[config.mk]
export PLATFORM = sky130hd
export DESIGN_NAME = controlUnit
export DESIGN_NICKNAME = d
export VERILOG_FILES = /design/src/isaPkg.sv /design/src/ctrlPkg.sv /design/src/instrDecoder.sv /design/src/stepSequencer.sv /design/src/controlEncoder.sv /design/src/controlUnit.sv
export VERILOG_INCLUDE_DIRS = /design/src
export SDC_FILE = /design/constraint.sdc
export NUM_CORES = 1
export LEC_CHECK = 0
export BUFFER_PORTS_ARGS = -buffer_cell sky130_fd_sc_hd__buf_2
export CAP_MARGIN = 20
export CORE_ASPECT_RATIO = 0.9
export CORE_MARGIN = 3
export CORE_UTILIZATION = 34
export CTS_CLUSTER_SIZE = 14
export DETAILED_ROUTE_END_ITERATION = 12
export RECOVER_POWER = 25
export SLEW_MARGIN = 0
export SYNTH_ARGS = -nofsm -noshare
export SYNTH_HDL_FRONTEND = slang
export SYNTH_SLANG_ARGS = --single-unit
[constraint.sdc]
create_clock -name clk -period 5.2 [get_ports clk]
set_input_delay 1.04 -clock clk [delete_from_list [all_inputs] [get_ports clk]]
set_output_delay 1.04 -clock clk [all_outputs]
set_load 0.02 [all_outputs]
[src/ctrl_defines.svh]
`ifndef CTRL_DEFINES_SVH
`define CTRL_DEFINES_SVH

// instruction fields

// width of OPCODE and Funct
`define FIELD_WIDTH 6

// step counter

// wide enough for the longest phase
`define STEP_WIDTH 3

// fetch covers the memory read and the IR load
`define FETCH_STEPS 3

// register read and branch target add
`define DECODE_STEPS 2

`endif

[src/isaPkg.sv]
`include "ctrl_defines.svh"

package isaPkg;

    // primary opcode, instruction bits 31:26
    typedef enum logic [`FIELD_WIDTH-1:0] {
        OP_RFORMAT = 6'b000000,
        OP_J       = 6'b000010,
        OP_JAL     = 6'b000011,
        OP_ADDI    = 6'b001000,
        OP_SLTI    = 6'b001010,
        OP_LUI     = 6'b001111
    } opcode_e;

    // funct field of R-format words
    typedef enum logic [`FIELD_WIDTH-1:0] {
        FN_SLL  = 6'b000000,
        FN_SRL  = 6'b000010,
        FN_SRA  = 6'b000011,
        FN_SLLV = 6'b000100,
        FN_SRAV = 6'b000111,
        FN_JR   = 6'b001000,
        FN_ADD  = 6'b100000,
        FN_SUB  = 6'b100010,
        FN_AND  = 6'b100100,
        FN_SLT  = 6'b101010
    } funct_e;

    // one entry per supported instruction
    typedef enum logic [4:0] {
        KIND_ADD,
        KIND_SUB,
        KIND_AND,
        KIND_SLT,
        KIND_SLL,
        KIND_SRL,
        KIND_SRA,
        KIND_SLLV,
        KIND_SRAV,
        KIND_JR,
        KIND_J,
        KIND_JAL,
        KIND_ADDI,
        KIND_LUI,
        KIND_SLTI,
        KIND_UNKNOWN
    } instrKind_e;

endpackage

[src/ctrlPkg.sv]
package ctrlPkg;

    // main sequencer states
    typedef enum logic [1:0] {
        ST_RESET   = 2'b00,
        ST_FETCH   = 2'b01,
        ST_DECODE  = 2'b10,
        ST_EXECUTE = 2'b11
    } state_e;

    // alu function codes
    typedef enum logic [2:0] {
        ALU_PASS = 3'b000,
        ALU_ADD  = 3'b001,
        ALU_SUB  = 3'b010,
        ALU_AND  = 3'b011,
        ALU_LESS = 3'b111
    } aluOp_e;

    // shift register commands
    typedef enum logic [2:0] {
        SH_NONE          = 3'b000,
        SH_LOAD          = 3'b001,
        SH_LEFT          = 3'b010,
        SH_RIGHT_LOGICAL = 3'b011,
        SH_RIGHT_ARITH   = 3'b100
    } shiftOp_e;

    typedef enum logic [1:0] {
        SRCA_PC    = 2'b00,
        SRCA_REG_A = 2'b01
    } aluSrcA_e;

    typedef enum logic [1:0] {
        SRCB_REG_B       = 2'b00,
        SRCB_FOUR        = 2'b01,
        SRCB_IMM         = 2'b10,
        SRCB_SHIFTED_IMM = 2'b11
    } aluSrcB_e;

    typedef enum logic [2:0] {
        PC_ALU_RESULT = 3'b000,
        PC_JUMP       = 3'b010
    } pcSource_e;

    // register file write address select
    typedef enum logic [2:0] {
        DEST_RT   = 3'b000,
        DEST_RD   = 3'b001,
        DEST_SP   = 3'b010,
        DEST_LINK = 3'b101
    } regDest_e;

    // register file write data select
    typedef enum logic [3:0] {
        DATA_ALU_OUT   = 4'b0000,
        DATA_UPPER_IMM = 4'b0101,
        DATA_SHIFTER   = 4'b0111,
        DATA_SP_INIT   = 4'b1000
    } regData_e;

    // datapath mux selects
    typedef struct packed {
        aluSrcA_e  aluSrcA;
        aluSrcB_e  aluSrcB;
        pcSource_e pcSource;
        regDest_e  regDest;
        regData_e  regData;
        logic      shiftSrc;
        logic      shiftAmt;
    } muxSel_t;

    // enables and unit commands
    typedef struct packed {
        logic     pcWrite;
        logic     irWrite;
        logic     regWrite;
        logic     aLoad;
        logic     bLoad;
        aluOp_e   aluOp;
        logic     aluOutLoad;
        logic     signExtend;
        shiftOp_e shiftOp;
    } unitCtrl_t;

    // 29 bits, selects in the upper part
    typedef struct packed {
        muxSel_t   sel;
        unitCtrl_t unit;
    } ctrlWord_t;

endpackage

[src/instrDecoder.sv]
module instrDecoder (
    input  isaPkg::opcode_e    opcode,
    input  isaPkg::funct_e     funct,
    output isaPkg::instrKind_e kind
);

    import isaPkg::*;

    instrKind_e rKind;
    instrKind_e iKind;

    // R-format words are told apart by funct alone
    always_comb begin
        case (funct)
            FN_ADD:  rKind = KIND_ADD;
            FN_SUB:  rKind = KIND_SUB;
            FN_AND:  rKind = KIND_AND;
            FN_SLT:  rKind = KIND_SLT;
            FN_SLL:  rKind = KIND_SLL;
            FN_SRL:  rKind = KIND_SRL;
            FN_SRA:  rKind = KIND_SRA;
            FN_SLLV: rKind = KIND_SLLV;
            FN_SRAV: rKind = KIND_SRAV;
            FN_JR:   rKind = KIND_JR;
            default: rKind = KIND_UNKNOWN;
        endcase
    end

    // I and J formats
    always_comb begin
        case (opcode)
            OP_ADDI: iKind = KIND_ADDI;
            OP_SLTI: iKind = KIND_SLTI;
            OP_LUI:  iKind = KIND_LUI;
            OP_J:    iKind = KIND_J;
            OP_JAL:  iKind = KIND_JAL;
            default: iKind = KIND_UNKNOWN;
        endcase
    end

    // funct only matters for the R-format opcode
    assign kind = (opcode == OP_RFORMAT) ? rKind : iKind;

endmodule

[src/stepSequencer.sv]
`include "ctrl_defines.svh"

module stepSequencer (
    input  logic                    clk,
    input  logic                    reset,
    input  isaPkg::instrKind_e      kind,
    output ctrlPkg::state_e         state,
    output logic [`STEP_WIDTH-1:0]  step,
    output logic                    resetOut
);

    import isaPkg::*;
    import ctrlPkg::*;

    logic lastStep;

    // execute cycles needed by each instruction
    function automatic logic [`STEP_WIDTH-1:0] execLength(instrKind_e k);
        case (k)
            KIND_SLL, KIND_SRL, KIND_SRA, KIND_SLLV, KIND_SRAV:
                return `STEP_WIDTH'(4);
            KIND_JR, KIND_J, KIND_LUI, KIND_UNKNOWN:
                return `STEP_WIDTH'(1);
            default:
                return `STEP_WIDTH'(2);
        endcase
    endfunction

    function automatic logic [`STEP_WIDTH-1:0] phaseLength(state_e s, instrKind_e k);
        case (s)
            ST_FETCH:   return `STEP_WIDTH'(`FETCH_STEPS);
            ST_DECODE:  return `STEP_WIDTH'(`DECODE_STEPS);
            ST_EXECUTE: return execLength(k);
            default:    return `STEP_WIDTH'(1);
        endcase
    endfunction

    assign lastStep = (step == phaseLength(state, kind) - 1'b1);

    always_ff @(posedge clk) begin
        if (reset) begin
            state <= ST_RESET;
            step  <= '0;
        end else if (lastStep) begin
            step <= '0;
            case (state)
                ST_RESET:  state <= ST_FETCH;
                ST_FETCH:  state <= ST_DECODE;
                ST_DECODE: state <= ST_EXECUTE;
                default:   state <= ST_FETCH;
            endcase
        end else begin
            step <= step + 1'b1;
        end
    end

    // tells the datapath the stack pointer load is in progress
    assign resetOut = (state == ST_RESET);

    // kind is held by the datapath for the whole execute phase
    stepInRange: assert property (
        @(posedge clk) disable iff (reset)
        step < phaseLength(state, kind)
    ) else $error("step %0d past end of phase %s", step, state.name());

    // decode must run its full length before execute starts
    executeEntry: assert property (
        @(posedge clk) disable iff (reset)
        (state == ST_EXECUTE && $past(state) != ST_EXECUTE) |->
            ($past(state) == ST_DECODE &&
             $past(step) == `STEP_WIDTH'(`DECODE_STEPS - 1))
    ) else $error("execute entered without a full decode phase");

endmodule

[src/controlEncoder.sv]
`include "ctrl_defines.svh"

module controlEncoder (
    input  ctrlPkg::state_e         state,
    input  logic [`STEP_WIDTH-1:0]  step,
    input  isaPkg::instrKind_e      kind,
    output ctrlPkg::ctrlWord_t      ctrl
);

    import isaPkg::*;
    import ctrlPkg::*;

    logic immForm;

    function automatic aluOp_e aluOpFor(instrKind_e k);
        case (k)
            KIND_SUB:            return ALU_SUB;
            KIND_AND:            return ALU_AND;
            KIND_SLT, KIND_SLTI: return ALU_LESS;
            default:             return ALU_ADD;
        endcase
    endfunction

    function automatic shiftOp_e shiftDirFor(instrKind_e k);
        case (k)
            KIND_SRL:           return SH_RIGHT_LOGICAL;
            KIND_SRA, KIND_SRAV: return SH_RIGHT_ARITH;
            default:            return SH_LEFT;
        endcase
    endfunction

    // operand comes from the immediate or shamt field
    assign immForm = (kind == KIND_ADDI) || (kind == KIND_SLTI) ||
                     (kind == KIND_SLL) || (kind == KIND_SRL) || (kind == KIND_SRA);

    always_comb begin
        ctrl = '0;
        case (state)
            ST_RESET: begin
                // load the stack pointer with its initial value
                ctrl.unit.regWrite = 1'b1;
                ctrl.sel.regDest   = DEST_SP;
                ctrl.sel.regData   = DATA_SP_INIT;
            end
            ST_FETCH: begin
                // pc + 4 on every fetch step
                ctrl.unit.aluOp   = ALU_ADD;
                ctrl.sel.aluSrcB  = SRCB_FOUR;
                if (step == `STEP_WIDTH'(`FETCH_STEPS - 1)) begin
                    ctrl.unit.pcWrite = 1'b1;
                    ctrl.unit.irWrite = 1'b1;
                end
            end
            ST_DECODE: begin
                // read rs/rt and precompute the branch target
                ctrl.unit.aLoad      = 1'b1;
                ctrl.unit.bLoad      = 1'b1;
                ctrl.unit.aluOutLoad = 1'b1;
                ctrl.unit.signExtend = 1'b1;
                ctrl.unit.aluOp      = ALU_ADD;
                ctrl.sel.aluSrcA     = SRCA_PC;
                ctrl.sel.aluSrcB     = SRCB_SHIFTED_IMM;
            end
            default: begin
                case (kind)
                    KIND_ADD, KIND_SUB, KIND_AND, KIND_SLT, KIND_ADDI, KIND_SLTI: begin
                        ctrl.sel.aluSrcA = SRCA_REG_A;
                        ctrl.sel.aluSrcB = immForm ? SRCB_IMM : SRCB_REG_B;
                        if (step == '0) begin
                            ctrl.unit.aluOp      = aluOpFor(kind);
                            ctrl.unit.aluOutLoad = 1'b1;
                            ctrl.unit.signExtend = (kind == KIND_SLTI);
                        end else begin
                            ctrl.unit.regWrite = 1'b1;
                            ctrl.sel.regDest   = immForm ? DEST_RT : DEST_RD;
                            ctrl.sel.regData   = DATA_ALU_OUT;
                        end
                    end
                    KIND_SLL, KIND_SRL, KIND_SRA, KIND_SLLV, KIND_SRAV: begin
                        ctrl.sel.shiftSrc = immForm;
                        ctrl.sel.shiftAmt = immForm;
                        if (step < `STEP_WIDTH'(2)) begin
                            ctrl.unit.shiftOp = SH_LOAD;
                        end else if (step == `STEP_WIDTH'(2)) begin
                            ctrl.unit.shiftOp = shiftDirFor(kind);
                        end else begin
                            ctrl.unit.regWrite = 1'b1;
                            ctrl.sel.regDest   = DEST_RD;
                            ctrl.sel.regData   = DATA_SHIFTER;
                        end
                    end
                    KIND_JR: begin
                        ctrl.unit.pcWrite = 1'b1;
                        ctrl.unit.aluOp   = ALU_PASS;
                        ctrl.sel.aluSrcA  = SRCA_REG_A;
                        ctrl.sel.pcSource = PC_ALU_RESULT;
                    end
                    KIND_J: begin
                        ctrl.unit.pcWrite = 1'b1;
                        ctrl.sel.pcSource = PC_JUMP;
                    end
                    KIND_JAL: begin
                        if (step == '0) begin
                            // return address is the already incremented pc
                            ctrl.unit.aluOp      = ALU_PASS;
                            ctrl.unit.aluOutLoad = 1'b1;
                            ctrl.sel.aluSrcA     = SRCA_PC;
                        end else begin
                            ctrl.unit.pcWrite  = 1'b1;
                            ctrl.sel.pcSource  = PC_JUMP;
                            ctrl.unit.regWrite = 1'b1;
                            ctrl.sel.regDest   = DEST_LINK;
                            ctrl.sel.regData   = DATA_ALU_OUT;
                        end
                    end
                    KIND_LUI: begin
                        ctrl.unit.regWrite = 1'b1;
                        ctrl.sel.regDest   = DEST_RT;
                        ctrl.sel.regData   = DATA_UPPER_IMM;
                    end
                    // unknown code idles for one cycle
                    default: ;
                endcase
            end
        endcase
    end

    // only jal updates pc and the register file together
    always_comb begin
        pcRegWrite: assert final (!(ctrl.unit.regWrite && ctrl.unit.pcWrite) ||
                                  (state == ST_EXECUTE && kind == KIND_JAL &&
                                   step == `STEP_WIDTH'(1)))
            else $error("pcWrite with regWrite in %s step %0d", state.name(), step);
    end

endmodule

[src/controlUnit.sv]
`include "ctrl_defines.svh"

module controlUnit (
    input  logic                    clk,
    input  logic                    reset,
    input  logic [`FIELD_WIDTH-1:0] opcode,
    input  logic [`FIELD_WIDTH-1:0] funct,
    output ctrlPkg::ctrlWord_t      ctrl,
    output logic                    resetOut
);

    import isaPkg::*;
    import ctrlPkg::*;

    opcode_e                opcodeCode;
    funct_e                 functCode;
    instrKind_e             kind;
    state_e                 state;
    logic [`STEP_WIDTH-1:0] step;

    // unlisted codes pass through the cast and decode as unknown
    assign opcodeCode = opcode_e'(opcode);
    assign functCode  = funct_e'(funct);

    instrDecoder decoder (
        .opcode (opcodeCode),
        .funct  (functCode),
        .kind   (kind)
    );

    stepSequencer sequencer (
        .clk      (clk),
        .reset    (reset),
        .kind     (kind),
        .state    (state),
        .step     (step),
        .resetOut (resetOut)
    );

    controlEncoder encoder (
        .state (state),
        .step  (step),
        .kind  (kind),
        .ctrl  (ctrl)
    );

endmodule

# ---- Word level (Yosys, flattened, before mapping)
# Memories as Yosys holds them, arrays and structs flattened.
# Cells that the tools add are included.
dict set report totals {
  regBits 5
  rom_bits 48
  inputBits 14
  output_inout_bits 30
  word_cells 105
  mem_count 1
}
# memory depth word_bits rd rd_ports_with_merged_regs write_ports line
set memory_table {}
lappend memory_table {{(name not given)} 16 3 1 0 0 stepSequencer.sv:19} ;# case (k)
dict set report classes {
  addsub 2
  n_lt_le_gt_ge 1
  eq_ne 33
  n_mux 45
  n_reduce_logical 21
}
# operator n
set ops {}
lappend ops {{case mux 4 bit (10 select lines)} 1}
lappend ops {{== test 4 bit, second input constant} 7}
lappend ops {{case mux 7 bit (4 select lines)} 1}
lappend ops {{== test 6 x 2 -> 1 bit, second input constant} 4}
lappend ops {{== test 6 x 4 -> 1 bit, second input constant} 4}
lappend ops {{== test 6 bit, second input constant} 4}
lappend ops {{case mux 3 bit (2 select lines)} 4}
lappend ops {{two-way mux 3 bit} 6}
lappend ops {{case mux 3 bit (3 select lines)} 2}
lappend ops {{== test 4 x 3 -> 1 bit, second input constant} 4}
lappend ops {{case mux 3 bit (5 select lines)} 1}
lappend ops {{two-way mux 7 bit} 2}
lappend ops {{case mux 7 bit (2 select lines)} 1}
lappend ops {{OR reduction 2 bit} 7}
lappend ops {{OR reduction 7 bit} 2}
lappend ops {{== test 6 x 3 -> 1 bit, second input constant} 2}
lappend ops {{logical NOT 6 bit} 2}
lappend ops {{two-way mux 2 bit} 6}
lappend ops {{two-way mux 5 bit} 2}
lappend ops {{two-way mux 1 bit} 9}
lappend ops {{two-way mux 9 bit} 1}
lappend ops {{== test 4 x 2 -> 1 bit, second input constant} 2}
lappend ops {{case mux 1 bit (2 select lines)} 4}
lappend ops {{case mux 2 bit (2 select lines)} 2}
lappend ops {{other kinds (18)} 22}

# ---- Logic depth before layout (Yosys ltp)
# Gate-level depths: netlist of the first run.
dict set report depth {
  depth_word 12
  ltp_mapped 22
  ltp_nobuf 20
}

# ---- Cells and area by module
# Synthesis of the first run repeated with hierarchy kept, for this count alone.
dict set report unflattened {
  cells_unflattened 177
  area_unflattened_um2 1266.2
}
# module instances cells_each area_each_um2 seq_area_each_um2
set by_module_without_submodules {}
lappend by_module_without_submodules {controlEncoder 1 96 581.8 0.0}
lappend by_module_without_submodules {stepSequencer 1 46 464.2 100.1}
lappend by_module_without_submodules {instrDecoder 1 35 220.2 0.0}

# ---- Least setup slack after synthesis of the first run
# No wires, ideal clock.
dict set report synth_path {
  path_type {input to output}
  from {input port opcode[5]}
  to {output port ctrl[14] (netlist bit)}
  arrival_ps 3932
  required_time_ps 4160
  setup_slack_ps 228
  stages 10
  path_buffers 2
  cell_sequence {or4_4 or3_1 o22ai_2 ha_1 clkbuf_1 nor4_1 nor3_1 o21ai_1 a211oi_1 buf_4}
}
# element line
set synth_lines {}
lappend synth_lines {{start: declaration} controlUnit.sv:6} ;# input logic [`FIELD_WIDTH-1:0] opcode,
lappend synth_lines {{end: declaration} controlUnit.sv:8} ;# output ctrlPkg::ctrlWord_t ctrl,

==> impl_metrics.toml, run 1 <==
[status]
outcome = "complete, no violations"

[grt]
antenna_found_initial = 0
grt_first_pass_wirelength_um = 5920
grt_pass1_vias = 1330
grt_start_max_net_pins = 17
grt_usage = 0.149
grt-ovfl-total = 0

[synthesis]
synth_top_cell_by_area = "ha_1"
seq_area_frac_synth = 0.0755
synth_warnings = 0
synth_flop_cell = "dfxtp_1"
synth-seq-cells = 5
ys_types = 55
mappedNetlistArea_um2 = 1330
synth_area_leaders = "ha_1 (12%), dfxtp_1 (7.6%), nor2_1 (7.4%)"
synth_cells = 196
synth.avg_cell_area_um2 = 6.76
async_flop_share = 0
synth_edf_count = 0
synth_top_area_frac = 0.123

[die]
die_x_um = 71.8
die_y_um = 65.2
ios = 44
start_util = 0.373
die_area_um2 = 4680
core_um2 = 3550
rows = 20

[power_and_ir_drop]
pwr-share-comb = 0.755
sw_frac_of_total = 0.502
cellLeakagePower_nw = 0.696
intPower_uw = 288
vdd_drop_max_v = 0.000334
cellPowerDensity_nw_per_um2 = 366
p_sw_uw = 290
clock_power_share = 0.119
pwr-share-seq = 0.126

[placement]
io_buffers = 40
hpwl_um = 2910
place_congestion = 0.821
placed_cells = 272

[sta]
finalHoldViolCount = 0
tns_ns = 0
finalMaxSlewViolations = 0
fmax_ghz = 0.203
fin_crit_sh = 0.946
rsz0062_at_grt = "no"
final.min_clock_period_ns = 4.92
tightest_slew_ns = 0.541
clock_skew_ns = 0.00188
setup_viol = 0
holdWs_ns = 0.493
max_slew_margin = 0.640

[routing]
vias_per_cell = 5.22
detail_route.iter0.violations = 110
dr.pass1.iters = 4
wl_um = 3520
drc = 0
vias = 1440
drt-wirelength-per-cell_um = 12.8
ant_nets = 0

[clock_tree]
cts-htree-levels = 1
clk_latency_ns = 0.21
clockBufferDepth = 2
ctsHoldBuffers = 0
cts-buffers-inserted = 3
cts_tree = "built"
post_cts.repair.setup_buffers = 0
cts_sinks = 5
clk_pin_slew_worst_paths_ns = 0.03
cts_resized = 0
root_buffer = "clkbuf_8"

[final_layout]
syn_to_final_growth_pct = 19.3
nNetsFinal = 260
final_cells = 276
insertedDiodeCount = 0
postLayoutCoreUtil = 0.445
drive_gt1_frac = 0.237

[hold_path]
min-delay-path-class = "flip-flop to flip-flop"
hold_depth = 1

[setup_path]
crit_chain = "buf_2 -> or4_4 -> or3_1 -> o22ai_2 -> inv_1 -> ha_1 -> nor4_2 -> nor3_1 -> o21ai_2 -> o22ai_1 -> nand3b_1 -> buf_2"
critical_path_arrival_ns = 3.88
reg2reg_depth = 11
critPathCaptureType = "output port"
cp_max_fo = 8
critPathLaunchType = "primary input"
cpMostUsedCell = "buf_2"
crit_slowest_cell = "or4_4"
path_class = "primary input to output port"
cpPeakStageDelay_ns = 0.56
worstPathRequired_ns = 4.16

[run]
max-cap-violations = 0
-- layer usage --
| metal | GRT usage | vias to the layer above | routed length (um) |
|---|---|---|---|
| met4 | 0.0164 | 0 | 0 |
| li1 | - | 781 | - |
| met5 | 0 | - | 0 |
| met1 | 0.232 | 628 | 1900 |
| met2 | 0.226 | 31 | 1470 |
| met3 | 0.0153 | 0 | 152 |
-- layout make-up --
class | count | area, um^2
fill | 384 | 1970
multi-input combinational | 170 | 1120
timing repair buffer | 44 | 221
sequential | 5 | 100
tap | 44 | 55.1
clock buffer | 4 | 45.0
inverter | 9 | 33.8
-- critical path, delay by kind of cell --
family	cells	cell delay [ns]
buffers and inverters	3	0.39
AO/OA/AOI/OAI	3	0.63
adder cells (fa/ha/maj)	1	0.31
AND/OR/NAND/NOR	5	1.51
-- cell families (layout without fill, tap and decap cells) --
family,Yosys count,after routing,synth area share
flip-flops,5,5,0.0755
AO/OA/AOI/OAI,55,55,0.287
adder cells (fa/ha/maj),13,13,0.123
multiplexers,4,4,0.0349
buffers and inverters,23,57,0.0888
other,1,3,0.00283
XOR/XNOR,3,3,0.0198
AND/OR/NAND/NOR,92,92,0.368
-- flip-flops by register name (all words and copies together), names as in the netlist --
register         flops
sequencer.state      2
sequencer.step       3
-- worst paths after layout --
path,startpoint,to,slack (ns)
hold reg to reg,sequencer.step[0],sequencer.step[0],0.49
hold / removal,sequencer.step[0],sequencer.step[0],0.49
setup reg to reg,sequencer.state[1],sequencer.state[0],1.87
setup / recovery,opcode[5],ctrl[10],0.28
-- through the flow --
| stage | setup WS (ns) | total power [mW] | area (um^2) |
|---|---|---|---|
| after floorplan | 0.228 | 0.416 | 1330 |
| after global placement | 0.232 | 0.517 | 1530 |
| after detailed placement | 0.130 | 0.519 | 1530 |
| after CTS | 0.128 | 0.588 | 1580 |
| after global routing | 0.0388 | 0.630 | 1580 |
| final | 0.283 | 0.578 | 1580 |
-- power groups by stage --
stage | logic (mW) | clock network, mW | registers, mW
after global placement | 0.445 | 0 | 0.0727
after floorplan | 0.350 | 0 | 0.0655
after global routing | 0.482 | 0.0739 | 0.0739
after CTS | 0.446 | 0.0703 | 0.0721
after detailed placement | 0.446 | 0 | 0.0728
final | 0.436 | 0.0690 | 0.0727
-- cells in the mapped netlist, types with 2 or more instances --
cell / number
nor2b_1: 2
o211ai_1: 4
nor2_1: 26
inv_1: 9
and2_1: 2
nand2_1: 18
xnor2_1: 2
nand3_1: 5
or2_1: 3
o22ai_1: 5
buf_4: 8
dfxtp_1: 5
and3_1: 2
clkbuf_1: 5
o21ai_0: 7
ha_1: 13
or3_1: 2
nand2b_1: 8
o31a_1: 4
o211a_2: 2
a31oi_1: 2
mux2i_1: 2
a21o_1: 2
a21oi_1: 12
o21ai_1: 5
nor3_1: 12
-- layout by cell type, fill, tap and decap left out, types with 3 or more instances in the layout --
cell and count:
nand2_1 18, clkbuf_8 3, o31a_1 4, clkbuf_1 8, o21ai_1 4, nor2_1 26
o211ai_1 4, buf_4 4, or2_1 3, inv_1 9, o21ai_0 7, o22ai_1 5
nor3_1 12, ha_1 13, a21oi_1 12, conb_1 3, nand2b_1 8, buf_2 33
nand3_1 5, dfxtp_1 5
No activity file was read; power rests on OpenSTA's default activity.
==> inputs of run 2 (changes only) <==
Settings changed: BUFFER_PORTS_ARGS -buffer_cell sky130_fd_sc_hd__buf_2 to unset, DONT_BUFFER_PORTS set to 1.
Clock period 5.2 ns to 6.3 ns, I/O delays scaled along.
==> impl_metrics.toml, run 2 (synthesis results as in run 1) <==
[status]
outcome = "complete, no violations"

[sta]
finalMaxSlewViolations = 0
finalHoldViolCount = 0
max_slew_margin = 0.500
setup_viol = 0
clock_skew_ns = 0.00758
setup_ws_ns = 0.799
final.min_clock_period_ns = 5.50
tightest_slew_ns = 0.750
fin_crit_sh = 0.873
rsz0062_at_grt = "no"
tns_ns = 0
fmax_ghz = 0.182

[grt]
grt_pass1_vias = 1247
grt_start_max_net_pins = 17
grt_usage = 0.155
grt-ovfl-total = 0
grt_util_met2 = 0.225
grt_first_pass_wirelength_um = 5950
antenna_found_initial = 0
use_met1 = 0.224
met3_usage = 0.0428
top_usage_layer = "met2"

[hold_path]
min-delay-path-class = "flip-flop to flip-flop"

[die]
start_util = 0.373
die_y_um = 65.2
rows = 20
ios = 44
die_area_um2 = 4680
core_um2 = 3550
die_x_um = 71.8

[setup_path]
crit_chain = "or4_1 -> or3_1 -> o22ai_2 -> inv_1 -> ha_1 -> nor4_1 -> nor3_1 -> o21ai_1 -> o22ai_1 -> nand3b_1"
path_class = "primary input to output port"
critPathCaptureType = "output port"
crit_slowest_cell = "or4_1"
crit_buf_inv = 1
critPathLaunchType = "primary input"
cpPeakStageDelay_ns = 0.61
critical_path_arrival_ns = 4.24
path_delay_family = "simple AND/OR/NAND/NOR gates"
worstPathRequired_ns = 5.04
cp_max_fo = 11

[clock_tree]
root_buffer = "clkbuf_8"
post_cts.repair.setup_buffers = 0
cts_resized = 0
cts-buffers-inserted = 3
clk_pin_slew_worst_paths_ns = 0.03
ctsHoldBuffers = 0
clk_latency_ns = 0.23
cts-htree-levels = 1
clockBufferDepth = 2
cts_tree = "built"
cts_sinks = 5

[final_layout]
largest_register_ffs = 3
layout.cells.most_common = "nor2_1"
multi_input_area_um2 = 1110
regMostFlops = "sequencer.step"
final_cells = 234
layout_common_cells = "nor2_1 (26), nand2_1 (18), ha_1 (13), a21oi_1 (12), nor3_1 (12)"
drive_gt1_frac = 0.0895
syn_to_final_growth_pct = 2.64
insertedDiodeCount = 0
seq_area_um2 = 100
reg_top3 = "sequencer.step (3), sequencer.state (2)"
nNetsFinal = 218
fillers = 403

[routing]
drt-wirelength-per-cell_um = 15.3
vias = 1413
vias_per_cell = 6.04
ant_nets = 0
detail_route.iter0.violations = 128
wl_um = 3580
drc = 0
dr.pass1.iters = 4

[power_and_ir_drop]
cellLeakagePower_nw = 0.516
vdd_drop_max_v = 0.000255
cellPowerDensity_nw_per_um2 = 317

[run]
max-cap-violations = 0

[placement]
hpwl_um = 2840
place_congestion = 0.821
pre_cts_slack_ns = 0.927
io_buffers = 0
placed_cells = 230
[run 2: final cells by class]
| type | instances | area share |
|---|---|---|
| multi-input cells | 170 | 0.817 |
| inverters | 9 | 0.0248 |
| repair buffers | 2 | 0.0110 |
| flip-flops and latches | 5 | 0.0736 |
| well taps | 44 | 0.0405 |
| clock buffers | 4 | 0.0331 |
[run 2: per-layer routing]
| metal | up-vias | wire length (um) |
|---|---|---|
| met4 | 0 | 23 |
| li1 | 694 | - |
| met2 | 62 | 1570 |
| met5 | - | 0 |
| met1 | 651 | 1690 |
| met3 | 6 | 302 |
[run 2: power breakdown]
group          internal [mW]  leakage [nW]  switching (mW)
sequential            0.0427        0.0410          0.0174
clock                 0.0435        0.0228          0.0169
combinational          0.119         0.453           0.192
total                  0.205         0.516           0.226
[run 2: worst paths after layout]
path | start | end | slack, ns | cells past startpoint
setup reg to reg | sequencer.state[1] | sequencer.state[0] | 2.89 | 11
hold reg to reg | sequencer.step[0] | sequencer.step[0] | 0.49 | 1
hold / removal | sequencer.step[0] | sequencer.step[0] | 0.49 | 1
setup / recovery | opcode[5] | ctrl[10] | 0.80 | 10
[run 2: per-stage QoR]
step	hold WS [ns]	area (um^2)	power, mW	util
finish	0.492	1360	0.431	0.383
global route	0.533	1360	0.477	0.383
CTS	0.493	1360	0.436	0.384
detailed placement	0.488	1320	0.372	0.371
global placement	0.492	1320	0.369	0.371
floorplan	0.450	1330	0.343	-
[run 2: worst reg2reg max path: stages (launching register included)]
cell     delay [ns]
dfxtp_1        0.48
ha_1           0.57
nand2_1        0.21
o31a_1         0.30
ha_1           0.31
xnor2_1        0.13
a21oi_1        0.16
nand2_1        0.09
o31a_1         0.24
o31a_1         0.12
nor4_4         0.36
mux2_4         0.33
==> inputs of run 3 (changes only) <==
Clock period 6.3 ns to 6 ns, I/O delays scaled along.
==> impl_metrics.toml, run 3 (synthesis results as in run 1) <==
[die]
start_util = 0.373
die_area_um2 = 4680
die_y_um = 65.2
rows = 20
die_x_um = 71.8
core_um2 = 3550
ios = 44

[setup_path]
reg2reg_from = "sequencer.state[1]"
cp-startpoint = "opcode[5]"
path_class = "primary input to output port"
critPathLaunchType = "primary input"
critical_path_arrival_ns = 4.20
worstPathRequired_ns = 4.80
cp_max_fo = 11
critPathCaptureType = "output port"

[routing]
vias_per_cell = 5.93
drc = 0
ant_nets = 0
dr.pass1.iters = 5
drt-wirelength-per-cell_um = 15.2
detail_route.iter0.violations = 72
vias = 1387
wl_um = 3570

[sta]
clock_skew_ns = 0.000439
finalHoldViolCount = 0
finalMaxSlewViolations = 0
fmax_ghz = 0.185
rsz0062_at_grt = "no"
tightest_slew_ns = 0.738
max_slew_margin = 0.508
setup_ws_ns = 0.597
final.min_clock_period_ns = 5.40
tns_ns = 0
fin_crit_sh = 0.900
setup_viol = 0

[placement]
pre_cts_slack_ns = 0.717
hpwl_um = 2850
io_buffers = 0
placed_cells = 230
place_congestion = 0.809

[power_and_ir_drop]
vdd_drop_max_v = 0.000197
clock_power_share = 0.139
intPower_uw = 215
cellLeakagePower_nw = 0.516
sw_frac_of_total = 0.522
p_sw_uw = 235
pwr-share-seq = 0.139
cellPowerDensity_nw_per_um2 = 330
pwr-share-comb = 0.722

[final_layout]
drive_gt1_frac = 0.0895
syn_to_final_growth_pct = 2.64
nNetsFinal = 218
regMostFlops = "sequencer.step"
insertedDiodeCount = 0
final_cells = 234
layout_common_cells = "nor2_1 (26), nand2_1 (18), ha_1 (13), a21oi_1 (12), nor3_1 (12)"
reg_top3 = "sequencer.step (3), sequencer.state (2)"
fillers = 390
postLayoutCoreUtil = 0.383
layout.cells.most_common = "nor2_1"
largest_register_ffs = 3

[hold_path]
min_from = "sequencer.step[0]"
min-delay-path-class = "flip-flop to flip-flop"

[clock_tree]
cts_sinks = 5
cts_tree = "built"
clk_latency_ns = 0.22
cts_resized = 0
cts-buffers-inserted = 3
clockBufferDepth = 2
post_cts.repair.setup_buffers = 0
clk_pin_slew_worst_paths_ns = 0.03
cts-htree-levels = 1
root_buffer = "clkbuf_8"
ctsHoldBuffers = 0

[grt]
grt-ovfl-total = 0
grt_usage = 0.159
grt_pass1_vias = 1290
grt_start_max_net_pins = 17
antenna_found_initial = 0
grt_first_pass_wirelength_um = 6050

[status]
outcome = "complete, no violations"

[run]
max-cap-violations = 0
## run 3: cell counts in the layout (fill, tap and decap cells not counted)
No cell type changed its count.
## run 3: worst paths after layout
path                              to  slack [ns]  cells past startpoint
setup / recovery            ctrl[10]        0.60                     10
setup reg to reg  sequencer.state[0]        2.62                     11
hold reg to reg    sequencer.step[0]        0.48                      1
hold / removal     sequencer.step[0]        0.48                      1
## run 3: routing by layer
layer / global-route usage / part of all wire
met5: 0 / 0
met1: 0.227 / 0.48
met4: 0.0423 / 0.0093
met2: 0.233 / 0.44
met3: 0.0413 / 0.071
## run 3: critical path, cell delays in order
cell,delay [ns]
or4_1,0.61
or3_1,0.35
o22ai_2,0.29
inv_1,0.13
ha_1,0.35
nor4_1,0.37
nor3_1,0.11
o21ai_1,0.34
o22ai_1,0.14
nand3b_1,0.30
## run 3: final cells by class
cell class | instances | area (um^2) | share of cell area
Sequential cell | 5 | 100 | 0.0736
Clock buffer | 4 | 45.0 | 0.0331
Multi-Input combinational cell | 170 | 1110 | 0.817
Inverter | 9 | 33.8 | 0.0248
Tap cell | 44 | 55.1 | 0.0405
Timing Repair Buffer | 2 | 15.0 | 0.0110
## run 3: power by group through the flow
stage / clock, mW / sequential (mW) / combinational, mW
2_1_floorplan: 0 / 0.0568 / 0.303
3_3_place_gp: 0 / 0.0634 / 0.323
3_5_place_dp: 0 / 0.0632 / 0.324
4_1_cts: 0.0645 / 0.0626 / 0.325
5_1_grt: 0.0695 / 0.0654 / 0.368
6_report: 0.0626 / 0.0624 / 0.324
## run 3: per-stage QoR
stage | hold WS [ns] | total power, mW | area [um^2]
after floorplan | 0.450 | 0.360 | 1330
after global placement | 0.490 | 0.387 | 1320
after detailed placement | 0.480 | 0.387 | 1320
after CTS | 0.485 | 0.453 | 1360
after global routing | 0.525 | 0.502 | 1360
final | 0.481 | 0.449 | 1360
